[config.mk]
export PLATFORM = sky130hd
export DESIGN_NAME = fib_tx_merge_flat
export DESIGN_NICKNAME = d
export VERILOG_FILES = /design/src/rtl/fib_byte_if.sv /design/src/rtl/fib_tx_merge.sv /design/src/flat_wrapper.sv
export SDC_FILE = /design/constraint.sdc
export NUM_CORES = 1
export LEC_CHECK = 0
export ABC_AREA = 1
export BUFFER_PORTS_ARGS = -buffer_cell sky130_fd_sc_hd__buf_2
export CORE_AREA = 4 4 41 43
export DETAILED_ROUTE_END_ITERATION = 10
export DIE_AREA = 0 0 45 47
export GPL_TIMING_DRIVEN = 0
export PLACE_DENSITY_LB_ADDON = 0.1
export SETUP_SLACK_MARGIN = 0.2
export SLEW_MARGIN = 10
export SYNTH_ARGS = -nofsm -noshare
export SYNTH_HDL_FRONTEND = slang
export SYNTH_SLANG_ARGS = --single-unit
[constraint.sdc]
create_clock -name clk -period 1.4 [get_ports clk]
set_clock_uncertainty 0.2 [all_clocks]
set_input_delay 0.21 -clock clk [delete_from_list [all_inputs] [get_ports clk]]
set_output_delay 0.21 -clock clk [all_outputs]
set_load 0.005 [all_outputs]
[src/rtl/fib_byte_if.sv]
// ####################################################################
// // Byte stream between FIB blocks, valid/ready with end of packet
// // A byte moves on a cycle where valid and ready are both high
// ####################################################################

`timescale 1ns/1ps

interface fib_byte_if;

    // Source holds data and last stable while valid waits for ready
    logic       valid;
    logic       ready;
    logic [7:0] data;
    logic       last;

    // Producer side
    modport source (
        output valid, data, last,
        input  ready
    );

    // Consumer side
    modport sink (
        input  valid, data, last,
        output ready
    );

endinterface

[src/rtl/fib_tx_merge.sv]
// ####################################################################
// // Merges two byte streams onto one, a whole packet at a time
// // Round robin between sources when both wait at a packet boundary
// ####################################################################

`timescale 1ns/1ps

module fib_tx_merge (
    input  logic       clk,
    input  logic       rst,
    // Sources
    fib_byte_if.sink   a,
    fib_byte_if.sink   b,
    // Merged stream
    fib_byte_if.source out
);

    // busy: a packet is in flight from the source in sel
    // sel also remembers who was served last
    logic busy;
    logic sel;

    always_ff @(posedge clk or posedge rst) begin
        if (rst) begin
            busy <= 1'b0;
            // Source a wins the first tie
            sel  <= 1'b1;
        end else if (!busy) begin
            if (a.valid && b.valid) begin
                sel  <= ~sel;
                busy <= 1'b1;
            end else if (a.valid) begin
                sel  <= 1'b0;
                busy <= 1'b1;
            end else if (b.valid) begin
                sel  <= 1'b1;
                busy <= 1'b1;
            end
        end else if (out.valid && out.ready && out.last) begin
            // Release only once the last byte has gone
            busy <= 1'b0;
        end
    end

    // Straight through from the granted source
    assign out.valid = busy && (sel ? b.valid : a.valid);
    assign out.data  = sel ? b.data : a.data;
    assign out.last  = sel ? b.last : a.last;

    // The other source sees no ready and holds its byte
    assign a.ready = busy && !sel && out.ready;
    assign b.ready = busy && sel && out.ready;

endmodule

[src/flat_wrapper.sv]
// flat-port wrapper written by rule: the top's interface ports become plain ports
module fib_tx_merge_flat 
  (clk, rst, a_valid, a_data, a_last, a_ready, b_valid, b_data, b_last, b_ready, out_valid, out_data, out_last, out_ready);
  fib_byte_if a_i ();
  fib_byte_if b_i ();
  fib_byte_if out_i ();
  input  logic clk;
  input  logic rst;
  input wire logic [$bits(a_i.valid)-1:0] a_valid;
  input wire logic [$bits(a_i.data)-1:0] a_data;
  input wire logic [$bits(a_i.last)-1:0] a_last;
  output wire logic [$bits(a_i.ready)-1:0] a_ready;
  input wire logic [$bits(b_i.valid)-1:0] b_valid;
  input wire logic [$bits(b_i.data)-1:0] b_data;
  input wire logic [$bits(b_i.last)-1:0] b_last;
  output wire logic [$bits(b_i.ready)-1:0] b_ready;
  output wire logic [$bits(out_i.valid)-1:0] out_valid;
  output wire logic [$bits(out_i.data)-1:0] out_data;
  output wire logic [$bits(out_i.last)-1:0] out_last;
  input wire logic [$bits(out_i.ready)-1:0] out_ready;
  assign a_i.valid = a_valid;
  assign a_i.data = a_data;
  assign a_i.last = a_last;
  assign a_ready = a_i.ready;
  assign b_i.valid = b_valid;
  assign b_i.data = b_data;
  assign b_i.last = b_last;
  assign b_ready = b_i.ready;
  assign out_valid = out_i.valid;
  assign out_data = out_i.data;
  assign out_last = out_i.last;
  assign out_i.ready = out_ready;
  fib_tx_merge u_core (.clk(clk), .rst(rst), .a(a_i), .b(b_i), .out(out_i));
endmodule
==> results.py <==
metrics = {
    "global_route": {
        "antenna_found_initial": 0,
        "use_met1": 0.0973,
        "grt_pass1_wl_mm": 1.37,
        "use_met2": 0.144,
        "grt.overflow.total": 0,
        "use_met3": 0.0230,
        "grt_max_degree": 11,
        "track_usage": 0.0931,
        "grt_pass1_vias": 368,
        "grt_busiest_layer": "met2",
    },
    "floorplan": {
        "core_area_um2": 1300,
        "die_x_um": 45,
        "die_area_um2": 2120,
        "start_util": 0.193,
        "rows": 13,
        "design.portCount": 35,
        "die_h_um": 47,
    },
    "clocking": {
        "clockBufferDepth": 2,
        "clock_sinks": 2,
        "cts-root-buf": "clkbuf_4",
        "clock_latency_ns": 0.23,
        "h-tree-depth": 1,
        "path_clk_slew_ns": 0.03,
        "tritoncts": "done",
        "cts_buffers": 3,
    },
    "final_layout": {
        "fillers": 156,
        "final_nets": 114,
        "layout-drive-gt1-share": 0.511,
        "final_cell_area_um2": 503,
        "most-common-layout-cells": "buf_2, nand2_1, inv_1, clkbuf_4, buf_4",
        "diodes": 0,
        "multi_input_area_um2": 174,
        "layout_commonest_cell": "buf_2",
        "seq_area_um2": 51.3,
        "area_delta_synth_final_pct": 100,
    },
    "logic_synthesis": {
        "synthMuxAreaShare": 0,
        "synth-adder-area-share": 0,
        "synth_top_family_by_area": "simple AND/OR/NAND/NOR gates",
        "synth_area_um2": 251,
        "synth_nets": 73,
        "synthCells": 50,
        "synth-simple-area-share": 0.557,
        "ys_seq_area_frac": 0.204,
        "synth.distinct_cells": 13,
        "syn_area_per_cell_um2": 5.03,
        "yosysWarnings": 0,
        "ys_ff_latch": 2,
        "synth-compound-area-share": 0.0697,
        "synth_xor_area_frac": 0,
    },
    "sta": {
        "worst_slack_ns": -0.201,
        "grt_setup_unrepaired": "true",
        "fmax_ghz": 0.625,
        "fin_crit_ns": 1.60,
        "fin_hold_ws_ns": 0.0425,
        "hold_viol_final": 0,
        "setup-violations-final": 12,
        "final_max_slew_viol_count": 0,
        "post-route-period-util": 1.14,
        "tightestPinTransition_ns": 0.260,
        "relSlewSlack": 0.825,
    },
    "detailed_routing": {
        "wl_per_cell_um": 8.73,
        "drt_wl_total_um": 917,
        "remaining_drc_errors": 0,
        "vias": 419,
        "drtIter0Drc": 4,
        "drtPass1Iterations": 2,
        "routed_via_density": 3.99,
        "ant_nets": 0,
    },
    "place": {
        "place_area_um2": 454,
        "globalplace.congestion": 0.611,
        "dp.final_hpwl_um": 765,
        "port_buffers": 34,
    },
    "outcome": {
        "violations": "setup timing",
        "status": "finished with violations",
    },
    "job": {
        "cap_violations": 0,
    },
    "power": {
        "p_per_area_nw_per_um2": 1600,
        "p_leak_nw": 0.342,
        "ir_worst_vdd_mv": 0.630,
        "power_mw": 0.803,
    },
    "critical_path": {
        "cp-start-kind": "register",
        "critPathRequiredTime_ns": 0.99,
        "critPathMaxFanout": 10,
        "critical_path_arrival_ns": 1.19,
        "end_kind": "output pin",
        "worstSetupPathType": "register to output pin",
    },
    "min_path": {
        "hold_path.class": "input pin to register",
    },
}
==> report_power, final <==
| part | internal [mW] | total [mW] | switching, mW |
|---|---|---|---|
| logic | 0.260 | 0.541 | 0.280 |
| clock network | 0.106 | 0.141 | 0.0350 |
| registers | 0.0914 | 0.121 | 0.0298 |
==> state kept, by name, summed over array words and instances (netlist names) <==
| signal | cells |
|---|---|
| u_core.busy | 1 |
| u_core.sel | 1 |
==> Yosys cell counts <==
cell,n,share of area
a21oi_1,1,0.020
dfrtp_1,1,0.099
buf_6,1,0.045
o21ai_1,1,0.020
nand2_2,1,0.025
o31ai_1,1,0.030
nor2_1,2,0.030
nand2_1,31,0.46
dfstp_2,1,0.10
nand3_1,2,0.040
buf_2,1,0.020
inv_2,1,0.015
inv_1,6,0.090
==> critical path, stage by stage, from the launching register on <==
cell,delay (ns)
dfstp_2,0.57
inv_2,0.05
buf_6,0.14
nand2_4,0.06
a21oi_2,0.04
buf_2,0.12
==> through the flow <==
step,instances,utilization,worst slack (ns),setup TNS [ns]
CTS,105,0.387,-0.219,-2.41
finish,105,0.387,-0.201,-2.18
global route,105,0.387,-0.285,-3.02
detailed placement,99,0.349,0.0227,0
floorplan,50,-,0.177,0
global placement,99,0.349,0.0289,0
==> repair_timing <==
action	in CTS	in global routing
hold endpoints to repair	2	0
resized for setup	1	0
setup endpoints to repair	14	14
buffers inserted	1	0
pin swaps	1	1
hold buffers	1	0
gates cloned	0	0
==> final timing paths <==
path                                   from     endpoint  slack (ns)  cells after the start
worst max-delay path             u_core.sel    out_valid       -0.20                      5
worst min-delay path                b_valid   u_core.sel        0.04                      3
worst min register to register  u_core.busy   u_core.sel        0.30                      1
worst max register to register   u_core.sel  u_core.busy        0.14                      7
min in group asynchronous               rst  u_core.busy        0.18                      3
max in group asynchronous               rst   u_core.sel        0.61                      3
==> kinds of logic after synthesis <==
kind of cell	after synthesis
AND/OR/NAND/NOR	36
AO/OA/AOI/OAI	3
flip-flops	2
buffers and inverters	9
==> final cells by class <==
cell class / instances / area share
Buffer: 2 / 0.0373
Clock buffer: 4 / 0.0522
Inverter: 7 / 0.0522
Multi-Input combinational cell: 39 / 0.346
Sequential cell: 2 / 0.102
Tap cell: 15 / 0.0373
Timing Repair Buffer: 36 / 0.373
==> layer usage <==
layer / wire length [µm] / share of wire / vias up
li1: - / - / 229
met1: 349 / 0.38 / 166
met2: 408 / 0.44 / 22
met3: 139 / 0.15 / 2
met4: 19 / 0.021 / 0
met5: 0 / 0 / -
No activity file was read; power rests on OpenSTA's default activity.
