[config.mk]
export PLATFORM = sky130hd
export DESIGN_NAME = fib_lpm_lookup_flat
export DESIGN_NICKNAME = d
export VERILOG_FILES = /design/src/rtl/fib_pkg.sv /design/src/rtl/fib_byte_if.sv /design/src/rtl/fib_lpm_lookup.sv /design/src/flat_wrapper.sv
export SDC_FILE = /design/constraint.sdc
export NUM_CORES = 1
export LEC_CHECK = 0
export CORE_MARGIN = 5
export CORE_UTILIZATION = 67
export CTS_CLUSTER_DIAMETER = 40
export DETAILED_ROUTE_END_ITERATION = 12
export DONT_BUFFER_PORTS = 1
export PLACE_DENSITY = 0.83
export SYNTH_ARGS = -nofsm -noshare
export SYNTH_HDL_FRONTEND = slang
export SYNTH_SLANG_ARGS = --single-unit
[constraint.sdc]
create_clock -name clk -period 7.6 [get_ports clk]
set_clock_uncertainty 0.05 [all_clocks]
set_input_delay 0.38 -clock clk [delete_from_list [all_inputs] [get_ports clk]]
set_output_delay 0.38 -clock clk [all_outputs]
set_load 0.01 [all_outputs]
[src/rtl/fib_pkg.sv]
// ####################################################################
// // Definitions shared by the FIB learner, lookup engine and table
// // Modules import this package inside their body where needed
// ####################################################################

package fib_pkg;

    // Name and length field widths
    localparam int NAME_BITS  = 64;
    localparam int LEN_BITS   = 6;
    localparam int NAME_BYTES = NAME_BITS / 8;

    // One name, seen as a word for masking and hashing
    // or as bytes for the wire, most significant byte first
    typedef union packed {
        logic [NAME_BITS-1:0]         word;
        logic [0:NAME_BYTES-1][7:0]   bytes;
    } fib_name_u;

    // Keep the leading len bits of a name
    // Length 0 gives an all-zero mask
    function automatic logic [NAME_BITS-1:0] fib_prefix_mask(
        input logic [LEN_BITS-1:0] len
    );
        return ~({NAME_BITS{1'b1}} >> len);
    endfunction

    // XOR of the four 16-bit quarters of an already masked name
    // Callers take the low bits as the table index
    function automatic logic [15:0] fib_fold16(
        input logic [NAME_BITS-1:0] name
    );
        logic [15:0] fold;
        fold = name[63:48];
        fold = fold ^ name[47:32];
        fold = fold ^ name[31:16];
        fold = fold ^ name[15:0];
        return fold;
    endfunction

endpackage

[src/rtl/fib_byte_if.sv]
// ####################################################################
// // Byte stream between FIB blocks, valid/ready with end of packet
// // A byte moves on a cycle where valid and ready are both high
// ####################################################################

`timescale 1ns/1ps

interface fib_byte_if;

    // Source holds data and last stable while valid waits for ready
    logic       valid;
    logic       ready;
    logic [7:0] data;
    logic       last;

    // Producer side
    modport source (
        output valid, data, last,
        input  ready
    );

    // Consumer side
    modport sink (
        input  valid, data, last,
        output ready
    );

endinterface

[src/rtl/fib_lpm_lookup.sv]
// ####################################################################
// // Longest prefix search for PIT requests, one bit shorter per probe
// // Result goes out as a 17-byte interest packet on tx
// ####################################################################

`timescale 1ns/1ps

module fib_lpm_lookup #(
    parameter int HASH_BITS = 10
) (
    input  logic                          clk,
    input  logic                          rst,
    // Request from the PIT
    input  logic                          pit_valid,
    input  logic [fib_pkg::NAME_BITS-1:0] pit_name,
    input  logic [7:0]                    pit_meta,
    output logic                          pit_ready,
    // Table read port
    input  logic                          table_ready,
    input  logic                          rd_hit,
    output logic                          rd_en,
    output logic [HASH_BITS-1:0]          rd_index,
    output logic [fib_pkg::LEN_BITS-1:0]  rd_len,
    // Interest packet out
    fib_byte_if.source                    tx
);
    import fib_pkg::*;

    localparam logic [1:0] S_IDLE  = 2'd0;
    localparam logic [1:0] S_HASH  = 2'd1;
    localparam logic [1:0] S_PROBE = 2'd2;
    localparam logic [1:0] S_SEND  = 2'd3;

    logic [1:0]           state;
    logic                 checking;
    logic                 probe_done;
    logic [LEN_BITS-1:0]  len;
    logic [LEN_BITS-1:0]  next_len;
    logic [7:LEN_BITS]    meta_hi;
    fib_name_u            req_name;
    fib_name_u            probe_name;
    logic [NAME_BITS-1:0] probe_masked;
    logic [15:0]          probe_fold;
    logic [4:0]           byte_cnt;
    logic [2:0]           byte_sel;

    assign pit_ready = (state == S_IDLE) && table_ready;

    // A previous probe result is waiting in rd_hit
    // Stop on a hit, or when length 0 has been probed
    assign probe_done = checking && (rd_hit || len == '0);
    assign next_len   = checking ? len - 1'b1 : len;

    // Next prefix to probe and its table index
    assign probe_masked = req_name.word & fib_prefix_mask(next_len);
    assign probe_fold   = fib_fold16(probe_masked);

    // Table read in the cycle after the hash is registered
    assign rd_en  = (state == S_PROBE);
    assign rd_len = len;

    // Control
    always_ff @(posedge clk or posedge rst) begin
        if (rst) begin
            state    <= S_IDLE;
            checking <= 1'b0;
            byte_cnt <= '0;
        end else begin
            case (state)
                S_IDLE: begin
                    if (pit_valid && pit_ready) begin
                        checking <= 1'b0;
                        state    <= S_HASH;
                    end
                end
                S_HASH: begin
                    state <= probe_done ? S_SEND : S_PROBE;
                end
                S_PROBE: begin
                    checking <= 1'b1;
                    state    <= S_HASH;
                end
                S_SEND: begin
                    if (tx.valid && tx.ready) begin
                        if (tx.last) begin
                            byte_cnt <= '0;
                            state    <= S_IDLE;
                        end else begin
                            byte_cnt <= byte_cnt + 1'b1;
                        end
                    end
                end
                default: state <= S_IDLE;
            endcase
        end
    end

    // Request capture and probe registers
    always_ff @(posedge clk) begin
        if (state == S_IDLE && pit_valid && pit_ready) begin
            req_name.word <= pit_name;
            meta_hi       <= pit_meta[7:LEN_BITS];
            len           <= pit_meta[LEN_BITS-1:0];
        end
        if (state == S_HASH && !probe_done) begin
            len             <= next_len;
            probe_name.word <= probe_masked;
            rd_index        <= probe_fold[HASH_BITS-1:0];
        end
    end

    // Bytes 1..8 full name, 9..16 matched prefix; same low three bits
    assign byte_sel = 3'(byte_cnt - 5'd1);

    // After the search, probe_name holds the name masked to the found length
    assign tx.valid = (state == S_SEND);
    always_comb begin
        if (byte_cnt == 5'd0) begin
            tx.data = {meta_hi, len};
        end else if (byte_cnt <= 5'(NAME_BYTES)) begin
            tx.data = req_name.bytes[byte_sel];
        end else begin
            tx.data = probe_name.bytes[byte_sel];
        end
    end
    assign tx.last = (byte_cnt == 5'(2 * NAME_BYTES));

endmodule

[src/flat_wrapper.sv]
// flat-port wrapper written by rule: the top's interface ports become plain ports
module fib_lpm_lookup_flat import fib_pkg::*;
#(
    parameter int HASH_BITS = 10
)
  (clk, rst, pit_valid, pit_name, pit_meta, pit_ready, table_ready, rd_hit, rd_en, rd_index, rd_len, tx_valid, tx_data, tx_last, tx_ready);
  fib_byte_if tx_i ();
  input  logic clk;
  input  logic rst;
  input  logic pit_valid;
  input  logic [fib_pkg::NAME_BITS-1:0] pit_name;
  input  logic [7:0] pit_meta;
  output logic pit_ready;
  input  logic table_ready;
  input  logic rd_hit;
  output logic rd_en;
  output logic [HASH_BITS-1:0] rd_index;
  output logic [fib_pkg::LEN_BITS-1:0] rd_len;
  output wire logic [$bits(tx_i.valid)-1:0] tx_valid;
  output wire logic [$bits(tx_i.data)-1:0] tx_data;
  output wire logic [$bits(tx_i.last)-1:0] tx_last;
  input wire logic [$bits(tx_i.ready)-1:0] tx_ready;
  assign tx_valid = tx_i.valid;
  assign tx_data = tx_i.data;
  assign tx_last = tx_i.last;
  assign tx_i.ready = tx_ready;
  fib_lpm_lookup #(.HASH_BITS(HASH_BITS)) u_core (.clk(clk), .rst(rst), .pit_valid(pit_valid), .pit_name(pit_name), .pit_meta(pit_meta), .pit_ready(pit_ready), .table_ready(table_ready), .rd_hit(rd_hit), .rd_en(rd_en), .rd_index(rd_index), .rd_len(rd_len), .tx(tx_i));
endmodule
==> results.json <==
{
  "yosys.area_share.xor_xnor": 0.0369,
  "post-cts-setup-buffers": 0,
  "synth_compound_area_frac": 0.109,
  "post-place-ws_ns": 3.67,
  "place.gp.congestion": 0.901,
  "cts.repair.resized": 0,
  "die_w_um": 117,
  "cp.required_ns": 7.17,
  "period_needed_ns": 4.35,
  "io_pins": 106,
  "multi_input_area_um2": 2970,
  "clk_latency_ns": 0.42,
  "diodes": 0,
  "rsz0062_at_grt": "no",
  "synth_fa_ha_area_frac": 0.00486,
  "drc": 0,
  "clock-sinks": 153,
  "port_buffers": 0,
  "via_per_inst": 7.03,
  "layout_commonest_cell": "edfxtp_1",
  "tritoncts.num_buffers": 17,
  "syn_inst": 541,
  "grt_pass1_wl_mm": 29.8,
  "worst_pin_slew_ns": 1.26,
  "grt_antenna_before_repair": 0,
  "tns_ns": 0,
  "drtPass1Iterations": 8,
  "wire_per_inst_um": 25.4,
  "finalHoldViolations": 0,
  "highest_layer": "met4",
  "seqPwrFrac": 0.409,
  "p_switching_mw": 0.640,
  "crit_arrival_ns": 3.92,
  "fill_cells": 609,
  "cp-start-kind": "flip-flop",
  "routed_wl_mm": 19.3,
  "mostFrequentLayoutCells": "edfxtp_1, dlygate4sd3_1, mux4_2",
  "pwr-share-comb": 0.231,
  "htreeDepth": 4,
  "yosys.area_share.simple": 0.102,
  "holdBufCountCts": 67,
  "total_power_mw": 2.39,
  "final_antenna_net_count": 0,
  "clockBufferDepth": 2,
  "cp_max_fo": 34,
  "intPower_mw": 1.75,
  "hpwl_mm": 11.9,
  "core-area_um2": 11400,
  "synthToLayoutAreaGrowth_pct": 17.8,
  "ys_seq_area_frac": 0.590,
  "root_buffer": "clkbuf_16",
  "finish.utilization": 0.800,
  "first_iter_violations": 651,
  "overflow": 0,
  "row_count": 39,
  "start_util": 0.679,
  "die_h_um": 117,
  "synthTopCellsByArea": "edfxtp_1, mux4_2, xnor2_1",
  "async_flop_share": 0.0523,
  "synth_top_family_by_area": "multiplexers",
  "cts_tree": "built",
  "synth_ff_type": "edfxtp_1",
  "drive_gt1_frac": 0.182,
  "maxCapViolations": 0,
  "vdd_drop_max_mv": 0.263,
  "crit_path_end_kind": "output port",
  "power_leakage_nw": 3.18,
  "grt_start_max_net_pins": 87,
  "synth_area_um2": 7720,
  "max_freq_ghz": 0.230,
  "clkPwrFrac": 0.360,
  "synth_edf_count": 145,
  "syn_area_per_cell_um2": 14.3,
  "synth.area.mux_share": 0.129,
  "wl_met3_mm": 2.32,
  "p_per_area_nw_per_um2": 262,
  "p_sw_frac": 0.268,
  "ys_seq_elements": 153,
  "netlist.top_cell.by_area": "edfxtp_1",
  "status": "complete, no violations",
  "first_global_vias": 5382,
  "layout_setup_ws_ns": 3.25,
  "synth_fp_nets": 622,
  "vias": 5340,
  "yosysWarnings": 0,
  "dr_wl_met2_mm": 9.58,
  "wl_met1_mm": 6.74,
  "ys_types": 73,
  "critical_path_class": "reg2out",
  "path_clk_slew_ns": 0.06,
  "maxSlewViolCount": 0,
  "ff_latch_area_um2": 4560,
  "setup_viol": 0,
  "finalCritPeriodShare": 0.572,
  "hp-class": "in2reg",
  "num-nets-final": 685,
  "slew_headroom": 0.163,
  "grtUsageTotal": 0.283,
  "yosysTopAreaCellShare": 0.564,
  "die_area_um2": 13800
}
## kinds of logic (layout without fill, tap and decap cells)
family / Yosys count / after routing
compound gates: 120 / 120
xor+xnor: 30 / 30
fa+ha+maj: 3 / 3
buf+inv: 46 / 122
flops: 153 / 153
mux: 48 / 48
simple gates: 141 / 141
## power groups by stage
stage | clock [mW] | combinational (mW) | sequential (mW)
after floorplan | 0 | 0.443 | 0.961
after global placement | 0 | 0.496 | 0.993
after detailed placement | 0 | 0.519 | 0.996
after CTS | 0.861 | 0.551 | 0.978
after global routing | 0.909 | 0.583 | 0.983
final | 0.858 | 0.552 | 0.977
## cell type report
cell class,instances,area share
Timing Repair Buffer,76,0.0811
Tap cell,143,0.0197
Multi-Input combinational cell,342,0.327
Sequential cell,153,0.501
Clock buffer,17,0.0468
Clock inverter,15,0.0193
Inverter,14,0.00578
## through the flow
| stage | instances | hold WS [ns] | area (um2) |
|---|---|---|---|
| after detailed placement | 661 | 0.191 | 7830 |
| final | 760 | 0.0182 | 9100 |
| after global routing | 760 | 0.00355 | 9100 |
| after global placement | 661 | 0.173 | 7830 |
| after floorplan | 541 | 0.146 | 7720 |
| after CTS | 760 | 0.00693 | 9100 |
## worst paths after layout
kind / startpoint / to / slack [ns] / cells after the start
worst min-delay path: tx_ready / u_core.state[1] / 0.02 / 1
max in group asynchronous: rst / u_core.byte_cnt[0] / 6.94 / 2
min in group asynchronous: rst / u_core.state[0] / 0.30 / 2
worst min register to register: u_core.state[0] / u_core.checking / 0.51 / 1
worst max register to register: u_core.rd_len[0] / u_core.rd_len[4] / 3.99 / 9
worst max-delay path: u_core.byte_cnt[0] / tx_data[2] / 3.25 / 6
## state kept, by name, summed over array words and instances (netlist names)
name               count
u_core.state           2
u_core.checking        1
u_core.req_name       64
u_core.meta_hi         2
u_core.rd_index       10
u_core.probe_name     63
u_core.byte_cnt        5
u_core.rd_len          6
## critical path: stages, from the launching register on
cell and delay [ns]:
dfrtp_2 1.07, inv_1 0.28, ha_1 0.48, buf_4 0.42, mux4_2 0.38, mux4_1 0.53, mux2_2 0.32
## synthesized netlist by cell type, types with 6 or more instances
master / count
o21ai_0: 17
and3_1: 17
xnor2_1: 23
clkbuf_1: 10
mux4_2: 34
o211a_1: 9
nand2_1: 30
nand3_1: 11
o21ai_1: 10
nor3_1: 6
buf_2: 12
dfrtp_1: 8
o21a_1: 12
edfxtp_1: 145
a21boi_0: 6
inv_1: 14
a21oi_1: 22
mux2_2: 7
nor2_1: 33
## metal layers
layer  vias up  track usage
met4         0        0.115
li1       2252            -
met1      2586        0.345
met3        66        0.104
met2       436        0.458
met5         -            0
Note: power is estimated with default switching activity, not from simulation.
