[config.mk]
export PLATFORM = sky130hd
export DESIGN_NAME = fib_rx_learn_flat
export DESIGN_NICKNAME = d
export VERILOG_FILES = /design/src/rtl/fib_pkg.sv /design/src/rtl/fib_byte_if.sv /design/src/rtl/fib_rx_learn.sv /design/src/flat_wrapper.sv
export SDC_FILE = /design/constraint.sdc
export NUM_CORES = 1
export LEC_CHECK = 0
export BUFFER_PORTS_ARGS = -buffer_cell sky130_fd_sc_hd__buf_2
export CAP_MARGIN = 10
export CELL_PAD_IN_SITES_DETAIL_PLACEMENT = 0
export CELL_PAD_IN_SITES_GLOBAL_PLACEMENT = 2
export CORE_AREA = 3 3 118 120
export CTS_CLUSTER_DIAMETER = 120
export CTS_CLUSTER_SIZE = 8
export DETAILED_ROUTE_END_ITERATION = 8
export DIE_AREA = 0 0 121 123
export PLACE_DENSITY = 0.74
export SYNTH_ARGS = -nofsm -noshare
export SYNTH_HDL_FRONTEND = slang
export SYNTH_SLANG_ARGS = --single-unit
[constraint.sdc]
create_clock -name clk -period 3 [get_ports clk]
set_clock_uncertainty 0.2 [all_clocks]
set_input_delay 0.6 -clock clk [delete_from_list [all_inputs] [get_ports clk]]
set_output_delay 0.6 -clock clk [all_outputs]
set_load 0.1 [all_outputs]
[src/rtl/fib_pkg.sv]
// ####################################################################
// // Definitions shared by the FIB learner, lookup engine and table
// // Modules import this package inside their body where needed
// ####################################################################

package fib_pkg;

    // Name and length field widths
    localparam int NAME_BITS  = 64;
    localparam int LEN_BITS   = 6;
    localparam int NAME_BYTES = NAME_BITS / 8;

    // One name, seen as a word for masking and hashing
    // or as bytes for the wire, most significant byte first
    typedef union packed {
        logic [NAME_BITS-1:0]         word;
        logic [0:NAME_BYTES-1][7:0]   bytes;
    } fib_name_u;

    // Keep the leading len bits of a name
    // Length 0 gives an all-zero mask
    function automatic logic [NAME_BITS-1:0] fib_prefix_mask(
        input logic [LEN_BITS-1:0] len
    );
        return ~({NAME_BITS{1'b1}} >> len);
    endfunction

    // XOR of the four 16-bit quarters of an already masked name
    // Callers take the low bits as the table index
    function automatic logic [15:0] fib_fold16(
        input logic [NAME_BITS-1:0] name
    );
        logic [15:0] fold;
        fold = name[63:48];
        fold = fold ^ name[47:32];
        fold = fold ^ name[31:16];
        fold = fold ^ name[15:0];
        return fold;
    endfunction

endpackage

[src/rtl/fib_byte_if.sv]
// ####################################################################
// // Byte stream between FIB blocks, valid/ready with end of packet
// // A byte moves on a cycle where valid and ready are both high
// ####################################################################

`timescale 1ns/1ps

interface fib_byte_if;

    // Source holds data and last stable while valid waits for ready
    logic       valid;
    logic       ready;
    logic [7:0] data;
    logic       last;

    // Producer side
    modport source (
        output valid, data, last,
        input  ready
    );

    // Consumer side
    modport sink (
        input  valid, data, last,
        output ready
    );

endinterface

[src/rtl/fib_rx_learn.sv]
// ####################################################################
// // Data packet learner: takes 9 bytes from SPI, installs the prefix
// // in the valid table, then forwards the packet unchanged on tx
// ####################################################################

`timescale 1ns/1ps

module fib_rx_learn #(
    parameter int HASH_BITS = 10
) (
    input  logic                         clk,
    input  logic                         rst,
    // Incoming bytes from SPI
    input  logic                         rx_valid,
    input  logic [7:0]                   rx_data,
    output logic                         rx_ready,
    // Table write port
    input  logic                         table_ready,
    output logic                         wr_en,
    output logic [HASH_BITS-1:0]         wr_index,
    output logic [fib_pkg::LEN_BITS-1:0] wr_len,
    // Forwarded packet
    fib_byte_if.source                   tx
);
    import fib_pkg::*;

    // Receive, hash, then replay
    localparam logic [1:0] S_RECV = 2'd0;
    localparam logic [1:0] S_HASH = 2'd1;
    localparam logic [1:0] S_SEND = 2'd2;

    logic [1:0]           state;
    logic [3:0]           byte_cnt;
    logic [2:0]           byte_sel;
    logic [7:0]           meta;
    fib_name_u            name;
    logic [NAME_BITS-1:0] masked;
    logic [15:0]          fold;

    // Count 0 is the metadata byte, 1..8 the name bytes
    assign byte_sel = 3'(byte_cnt - 4'd1);

    // Prefix of the buffered name and its hash
    assign masked = name.word & fib_prefix_mask(meta[LEN_BITS-1:0]);
    assign fold   = fib_fold16(masked);

    // Only accept while collecting and the table is swept
    assign rx_ready = (state == S_RECV) && table_ready;

    // Control
    always_ff @(posedge clk or posedge rst) begin
        if (rst) begin
            state    <= S_RECV;
            byte_cnt <= '0;
            wr_en    <= 1'b0;
        end else begin
            wr_en <= 1'b0;
            case (state)
                S_RECV: begin
                    if (rx_valid && rx_ready) begin
                        if (byte_cnt == 4'(NAME_BYTES)) begin
                            byte_cnt <= '0;
                            state    <= S_HASH;
                        end else begin
                            byte_cnt <= byte_cnt + 1'b1;
                        end
                    end
                end
                S_HASH: begin
                    // Write lands in the first cycle of the replay
                    wr_en <= 1'b1;
                    state <= S_SEND;
                end
                S_SEND: begin
                    if (tx.valid && tx.ready) begin
                        if (tx.last) begin
                            byte_cnt <= '0;
                            state    <= S_RECV;
                        end else begin
                            byte_cnt <= byte_cnt + 1'b1;
                        end
                    end
                end
                default: state <= S_RECV;
            endcase
        end
    end

    // Packet buffer and table write address
    always_ff @(posedge clk) begin
        if (state == S_RECV && rx_valid && rx_ready) begin
            if (byte_cnt == 4'd0) begin
                meta <= rx_data;
            end else begin
                name.bytes[byte_sel] <= rx_data;
            end
        end
        if (state == S_HASH) begin
            wr_index <= fold[HASH_BITS-1:0];
            wr_len   <= meta[LEN_BITS-1:0];
        end
    end

    // Replay the buffer as received
    assign tx.valid = (state == S_SEND);
    assign tx.data  = (byte_cnt == 4'd0) ? meta : name.bytes[byte_sel];
    assign tx.last  = (byte_cnt == 4'(NAME_BYTES));

endmodule

[src/flat_wrapper.sv]
// flat-port wrapper written by rule: the top's interface ports become plain ports
module fib_rx_learn_flat import fib_pkg::*;
#(
    parameter int HASH_BITS = 10
)
  (clk, rst, rx_valid, rx_data, rx_ready, table_ready, wr_en, wr_index, wr_len, tx_valid, tx_data, tx_last, tx_ready);
  fib_byte_if tx_i ();
  input  logic clk;
  input  logic rst;
  input  logic rx_valid;
  input  logic [7:0] rx_data;
  output logic rx_ready;
  input  logic table_ready;
  output logic wr_en;
  output logic [HASH_BITS-1:0] wr_index;
  output logic [fib_pkg::LEN_BITS-1:0] wr_len;
  output wire logic [$bits(tx_i.valid)-1:0] tx_valid;
  output wire logic [$bits(tx_i.data)-1:0] tx_data;
  output wire logic [$bits(tx_i.last)-1:0] tx_last;
  input wire logic [$bits(tx_i.ready)-1:0] tx_ready;
  assign tx_valid = tx_i.valid;
  assign tx_data = tx_i.data;
  assign tx_last = tx_i.last;
  assign tx_i.ready = tx_ready;
  fib_rx_learn #(.HASH_BITS(HASH_BITS)) u_core (.clk(clk), .rst(rst), .rx_valid(rx_valid), .rx_data(rx_data), .rx_ready(rx_ready), .table_ready(table_ready), .wr_en(wr_en), .wr_index(wr_index), .wr_len(wr_len), .tx(tx_i));
endmodule
==> out/results.ini, run 1 <==
[status]
status=complete, but fails checks
violations=setup timing

[timing]
timing.fmax_mhz=319
drv_slew=0
slew_headroom_pct=50.7
finalHoldViolCount=0
tightest_slew_ns=0.739
finalCritPeriodShare_pct=105
min_period_ns=3.14
finalSetupViolations=8
rsz0062_at_grt=yes
setup_ws_ns=-0.137
hold_ws_ns=0.330

[global_route]
grt_max_degree=33
grt_pass1_wl_um=17800
antenna_found_initial=0
first_global_vias=3157
grt_use_met1_pct=20.0
globalRouteTotalUtil_pct=16.2
grt_util_met3_pct=2.79
busiest_layer=met2
use_met2_pct=28.4
overflow=0

[logic_synthesis]
synth.most_common_cell=edfxtp_1
synth_common_cells=edfxtp_1, nand2_1, a21oi_1
synth-seq-area-share_pct=59.6
synth.net_count=392
synth_cell_types=53
ys_top_cells_by_area=edfxtp_1, mux4_2, nand2_1, dfrtp_1, a21oi_1
yosysTopAreaCell=edfxtp_1
yosys.area.top_type_share_pct=55.9
synth_warnings=0
synthArstFlopShare_pct=7.37
ys_ff_latch=95
synth_cells=377
synth_area_um2=4730
syn_area_per_cell_um2=12.5
synthFlopType=edfxtp_1
synth-edff-count=88

[clocking]
cts_tree=done
clock_latency_ns=0.35
numCtsBuffers=9
cts.clk_slew.worst_paths_ns=0.07
root_buffer=clkbuf_16
cts_sinks=95
clock_path_buffers=2
htree_levels=3

[final_layout]
finalCoreUtilization_pct=45.4
nets=456
drive_gt1_share_pct=30.0
fill_cells=1166
multiInputGateArea_um2=1910
regArea_um2=2820
diodes=0
synthToLayoutAreaGrowth_pct=25.6

[worst_setup_path]
critPathRequiredTime_ns=2.20
slowest_stage=dfrtp_1
crit_fanout=5
critical_path.cell_chain=inv_2 > ha_4 > buf_12 > buf_4 > nor3b_1 > buf_4 > a221oi_1 > a22oi_2 > buf_12
cp-start-kind=flop
worstSetupEndpointType=output port
critPathTopFamily=buffers and inverters
max_stage_delay_ns=0.39
crit_type=flop to output port
cp_data_arrival_time_ns=2.34
critPathBufInv=5

[detailed_routing]
drt-total-wl_um=11400
drcViolationCount=0
wl_per_cell_um=18.4
viasPerCell=5.17
drtPass1Iterations=5
drtAntennaViolNets=0
drtIter0Drc=203
vias=3216

[die]
rows=42
die_w_um=121
dieArea_um2=14900
coreArea_um2=13100
die_h_um=123
start_util_pct=36.1
ios=41

[placed_design]
hpwl_um=7770
gp_congestion=0.773
port_buffers=40

[min_path]
worst_hold_path_type=input pin to flop

[run]
drv_cap=0

## timing repair
item / 4_1_cts / 5_1_grt
pin swaps: 6 / 1
hold buffers: 1 / 0
buffers inserted: 8 / 1
gates resized for setup: 12 / 1
endpoints found under the setup margin: 8 / 8
endpoints found under the hold margin: 7 / 0
## layout by cell type, fill, tap and decap left out, types with 6 or more instances in the layout
| cell type | netlist | final |
|---|---|---|
| xnor2_1 | 6 | 6 |
| buf_4 | 1 | 31 |
| mux4_2 | 11 | 11 |
| dfrtp_1 | 7 | 7 |
| nand3b_1 | 14 | 14 |
| a21oi_1 | 24 | 21 |
| nor2_1 | 17 | 13 |
| nand2b_1 | 13 | 13 |
| a31oi_1 | 11 | 8 |
| or3_1 | 6 | 6 |
| edfxtp_1 | 88 | 88 |
| a311oi_1 | 8 | 8 |
| inv_1 | 10 | 8 |
| mux2_2 | 9 | 9 |
| clkbuf_16 | 0 | 9 |
| buf_2 | 9 | 31 |
| buf_12 | 0 | 13 |
| nand2_1 | 48 | 47 |
| o21ai_0 | 13 | 13 |
## stage by stage
| stage | cell area [µm²] | worst slack (ns) | TNS, ns | instances |
|---|---|---|---|---|
| 2_1_floorplan | 4910 | -0.415 | -0.839 | 377 |
| 3_3_place_gp | 5510 | 0.0669 | 0 | 596 |
| 3_5_place_dp | 5510 | 0.0475 | 0 | 596 |
| 6_report | 5940 | -0.137 | -0.713 | 622 |
| 5_1_grt | 5940 | -0.216 | -1.21 | 622 |
| 4_1_cts | 5930 | -0.150 | -0.783 | 621 |
## metal layers
metal | vias up | share of wire [%]
met2 | 60 | 51
met5 | - | 0
met3 | 14 | 2.9
li1 | 1564 | -
met1 | 1578 | 45
met4 | 0 | 1.5
## area by class of cell
class | instances | area share (%)
flip-flops and latches | 95 | 47.4
multi-input cells | 248 | 32.2
clock inverters | 5 | 0.822
repair buffers | 77 | 11.3
clock buffers | 11 | 3.92
inverters | 10 | 0.674
well taps | 176 | 3.71
## path summary, 6_finish.rpt
check,from,to,slack (ns),cells past startpoint
max,u_core.byte_cnt[1],tx_data[5],-0.14,9
min,rx_data[3],u_core.name[35],0.33,1
max reg2reg,u_core.byte_cnt[0],u_core.name[12],0.39,9
min reg2reg,u_core.state[1],u_core.state[0],0.39,1
max in group asynchronous,rst,u_core.byte_cnt[1],1.84,3
min in group asynchronous,rst,u_core.byte_cnt[2],0.53,3
## logic make-up after synthesis
family / share of synthesized area, %
xor gates and xnor gates: 2.96
buffers and inverters: 3.18
DFF: 59.6
muxes: 8.23
and+or+nand+nor: 13.8
AOI/OAI and AO/OA: 11.7
adders and majority gates: 0.529
## state kept, by name, summed over array words and instances (netlist names)
name,cells
u_core.state,2
u_core.byte_cnt,4
u_core.wr_index,10
u_core.wr_en,1
u_core.meta,8
u_core.wr_len,6
u_core.name,64
Power of run 1 is not shown: default switching activity piles up to over one toggle a cycle in this logic, so the estimate is an artifact.
==> run 2, diff against run 1 <==
--- a/config.mk
+++ b/config.mk
@@ -5,7 +5,7 @@
 export SDC_FILE = /design/constraint.sdc
 export NUM_CORES = 1
 export LEC_CHECK = 0
-export BUFFER_PORTS_ARGS = -buffer_cell sky130_fd_sc_hd__buf_2
+export BUFFER_PORTS_ARGS = -buffer_cell sky130_fd_sc_hd__buf_4
 export CAP_MARGIN = 10
 export CELL_PAD_IN_SITES_DETAIL_PLACEMENT = 0
 export CELL_PAD_IN_SITES_GLOBAL_PLACEMENT = 2
==> out/results.ini, run 2 (synthesis results as in run 1) <==
[status]
status=complete, but fails checks
violations=setup timing

[final_layout]
finalCoreUtilization_pct=46.6
diodes=0
fin_cells=625
synthToLayoutAreaGrowth_pct=28.9
fill_cells=1183
largest_reg_flops=64
nets=459
regArea_um2=2820
most-common-layout-cells=edfxtp_1, buf_4, nand2_1
multiInputGateArea_um2=1960
drive_gt1_share_pct=32.3
mostFrequentLayoutCell=edfxtp_1

[timing]
rsz0062_at_grt=yes
tightest_slew_ns=0.702
slew_headroom_pct=53.2
timing.fmax_mhz=311
setup_ws_ns=-0.215
finalCritPeriodShare_pct=107
finalHoldViolCount=0
drv_slew=0
finalSetupViolations=5
min_period_ns=3.21

[die]
dieArea_um2=14900
start_util_pct=36.1
die_w_um=121
ios=41
coreArea_um2=13100
rows=42
die_h_um=123

[global_route]
grt_max_degree=33
grt_pass1_wl_um=18100
overflow=0
first_global_vias=3316
antenna_found_initial=0
globalRouteTotalUtil_pct=16.6

[worst_setup_path]
worst_r2r_path_depth=9
endpoint=tx_data[6]
reg2reg_to=u_core.name[0]
critPathRequiredTime_ns=2.20
crit_type=flop to output port
reg2reg_slack_ns=0.42
r2r-start=u_core.byte_cnt[1]
cp_data_arrival_time_ns=2.41
crit_fanout=4
worstSetupEndpointType=output port
cp-start-kind=flop
critPathLaunch=u_core.byte_cnt[0]

[clocking]
root_buffer=clkbuf_16
clock_latency_ns=0.35
clock_path_buffers=2
cts_tree=done
cts_sinks=95
cts.clk_slew.worst_paths_ns=0.07
htree_levels=3
numCtsBuffers=9

[run]
drv_cap=0

[detailed_routing]
drtPass1Iterations=5
drtAntennaViolNets=0
wl_per_cell_um=18.8
drtIter0Drc=185
viasPerCell=5.22
drt-total-wl_um=11800
drcViolationCount=0
vias=3264

[placed_design]
dp_cells=596
port_buffers=40
gp_congestion=0.803
hpwl_um=7940

[min_path]
worst_hold_path_type=input pin to flop

run 2: cell type report:
class,instances,area share [%]
repair buffers,79,12.3
flip-flops and latches,95,46.3
well taps,176,3.61
clock buffers,9,3.70
inverters,10,0.657
clock inverters,7,1.29
multi-input cells,249,32.1
run 2: repair_timing:
item	in CTS	in global routing
cloned	2	0
resized for setup	31	17
endpoints found under the setup margin	7	8
buffers inserted	9	1
endpoints found under the hold margin	7	0
hold buffers	1	0
pin swaps	5	0
run 2: worst min path at each step:
| stage | from | endpoint | slack [ns] | cells past startpoint |
|---|---|---|---|---|
| 3_3_place_gp | u_core.state[1] | u_core.state[0] | 0.35 | 1 |
| 6_report | rx_data[3] | u_core.name[59] | 0.29 | 1 |
| 4_1_cts | rx_data[3] | u_core.name[43] | 0.28 | 1 |
| 3_5_place_dp | rst | u_core.wr_en | 0.37 | 2 |
| 2_1_floorplan | rst | u_core.byte_cnt[0] | 0.20 | 1 |
| 5_1_grt | rx_data[6] | u_core.meta[6] | 0.28 | 1 |
run 2: layer usage:
| metal | global-route usage (%) | vias to the layer above | wire length, µm |
|---|---|---|---|
| met2 | 28.8 | 77 | 6070 |
| li1 | - | 1572 | - |
| met5 | 0 | - | 0 |
| met1 | 20.8 | 1605 | 4730 |
| met4 | 5.17 | 0 | 157 |
| met3 | 3.80 | 10 | 817 |
run 2: stage by stage:
step	setup TNS [ns]	setup slack (ns)	hold slack, ns	instance area (µm²)
after floorplan	-0.839	-0.415	0.203	4910
after global placement	0	0.0795	0.354	5480
after detailed placement	0	0.0371	0.374	5480
after CTS	-0.913	-0.222	0.280	6020
after global routing	-1.31	-0.309	0.285	6090
final	-0.812	-0.215	0.286	6090
run 2: critical path: stages (launching register included):
cell	delay (ns)
dfrtp_1	0.41
inv_4	0.08
ha_4	0.18
xor2_4	0.22
mux4_2	0.53
or3_1	0.32
o2111a_2	0.16
buf_12	0.17
Power of run 2 is left out for the same reason.
==> run 3, diff against run 2 <==
==> constraint.sdc (replaced) <==
create_clock -name clk -period 2.6 [get_ports clk]
set_clock_uncertainty 0.2 [all_clocks]
set_input_delay 0.52 -clock clk [delete_from_list [all_inputs] [get_ports clk]]
set_output_delay 0.52 -clock clk [all_outputs]
set_load 0.1 [all_outputs]
==> out/results.ini, run 3 (synthesis results as in run 1) <==
[clocking]
cts_sinks=95
htree_levels=3
numCtsBuffers=9
clock_path_buffers=2
cts_tree=done
root_buffer=clkbuf_16
clock_latency_ns=0.35
cts.clk_slew.worst_paths_ns=0.07

[timing]
drv_slew=0
finalSetupViolations=8
setup_ws_ns=-0.510
timing.fmax_mhz=322
min_period_ns=3.11
finalCritPeriodShare_pct=120
tightest_slew_ns=0.726
rsz0062_at_grt=yes
finalHoldViolCount=0
slew_headroom_pct=51.6

[worst_setup_path]
worst_r2r_path_depth=7
endpoint=tx_data[6]
reg2reg_to=u_core.name[16]
critPathLaunch=u_core.byte_cnt[0]
crit_type=flop to output port
worstSetupEndpointType=output port
r2r-start=u_core.byte_cnt[0]
cp_data_arrival_time_ns=2.39
cp-start-kind=flop
reg2reg_slack_ns=0.06
critPathRequiredTime_ns=1.88
crit_fanout=3

[final_layout]
drive_gt1_share_pct=32.8
synthToLayoutAreaGrowth_pct=29.2
nets=461
mostFrequentLayoutCell=edfxtp_1
post-route-cell-area_um2=6110
fill_cells=1203
most-common-layout-cells=edfxtp_1, buf_4, nand2_1
multiInputGateArea_um2=1950
regArea_um2=2820
largest_reg_flops=64
diodes=0

[status]
status=complete, but fails checks
violations=setup timing

[min_path]
worst_hold_path_type=input pin to flop
min_from=rx_data[3]

[die]
ios=41
die_w_um=121
die_h_um=123
start_util_pct=36.1
dieArea_um2=14900
rows=42
coreArea_um2=13100

[placed_design]
place_area_um2=5560
port_buffers=40
hpwl_um=8140
gp_congestion=0.787

[detailed_routing]
wl_met2_um=5660
vias=3267
drtIter0Drc=233
drcViolationCount=0
highest_layer=met4
viasPerCell=5.21
drtPass1Iterations=4
route.met3.wl_um=531
drtAntennaViolNets=0
wl_per_cell_um=18.1
wl_met1_um=4920
drt-total-wl_um=11300

[global_route]
grt_max_degree=28
overflow=0
antenna_found_initial=0
grt_pass1_wl_um=17500
globalRouteTotalUtil_pct=16.0
first_global_vias=3198

[run]
drv_cap=0

-- run 3: cell count changes in the layout (fill, tap and decap cells not counted), moves of 2 or more --
cell,delta
buf_4,+4
nor2_1,-3
nor3_1,-3
a221oi_2,-4
buf_12,-2
nor3_2,+2
a221oi_1,+4
nor2_4,+3
-- run 3: area by class of cell --
type | count | share of cell area (%)
Clock inverter | 7 | 1.58
Inverter | 10 | 0.656
Timing Repair Buffer | 82 | 12.3
Sequential cell | 95 | 46.1
Tap cell | 176 | 3.61
Multi-Input combinational cell | 248 | 32.0
Clock buffer | 9 | 3.69
-- run 3: per-stage QoR --
| step | setup slack (ns) | utilization, % | TNS, ns | instances | hold WS, ns |
|---|---|---|---|---|---|
| final | -0.510 | 46.7 | -3.25 | 627 | 0.209 |
| after global routing | -0.589 | 46.7 | -4.05 | 627 | 0.215 |
| after CTS | -0.531 | 46.0 | -3.60 | 624 | 0.196 |
| after detailed placement | -0.237 | 42.5 | -3.30 | 606 | 0.284 |
| after global placement | -0.192 | 42.5 | -2.59 | 606 | 0.290 |
| after floorplan | -0.735 | - | -3.38 | 377 | 0.123 |
-- run 3: metal layers --
| layer | vias up | track usage, % |
|---|---|---|
| li1 | 1576 | - |
| met1 | 1605 | 20.4 |
| met2 | 69 | 26.9 |
| met3 | 17 | 2.65 |
| met4 | 0 | 6.87 |
| met5 | - | 0 |
-- run 3: what timing repair did --
item / in CTS / in global routing
endpoints found under the hold margin: 7 / 0
gates resized for setup: 34 / 15
pin swaps: 3 / 3
hold buffers: 1 / 0
endpoints found under the setup margin: 32 / 41
buffers inserted: 1 / 3
-- run 3: worst min-delay path by stage --
| stage | endpoint | slack, ns | cells past startpoint |
|---|---|---|---|
| global placement | u_core.byte_cnt[2] | 0.29 | 2 |
| CTS | u_core.name[59] | 0.20 | 1 |
| floorplan | u_core.byte_cnt[0] | 0.12 | 1 |
| finish | u_core.name[59] | 0.21 | 1 |
| detailed placement | u_core.wr_en | 0.28 | 2 |
| global route | u_core.name[46] | 0.22 | 1 |
-- run 3: critical path: stages (launching register included) --
cell	delay, ns
dfrtp_1	0.41
inv_4	0.07
ha_4	0.19
xor2_4	0.21
mux4_2	0.51
or3_1	0.32
o2111a_2	0.16
buf_12	0.17
Power of run 3 is left out for the same reason.
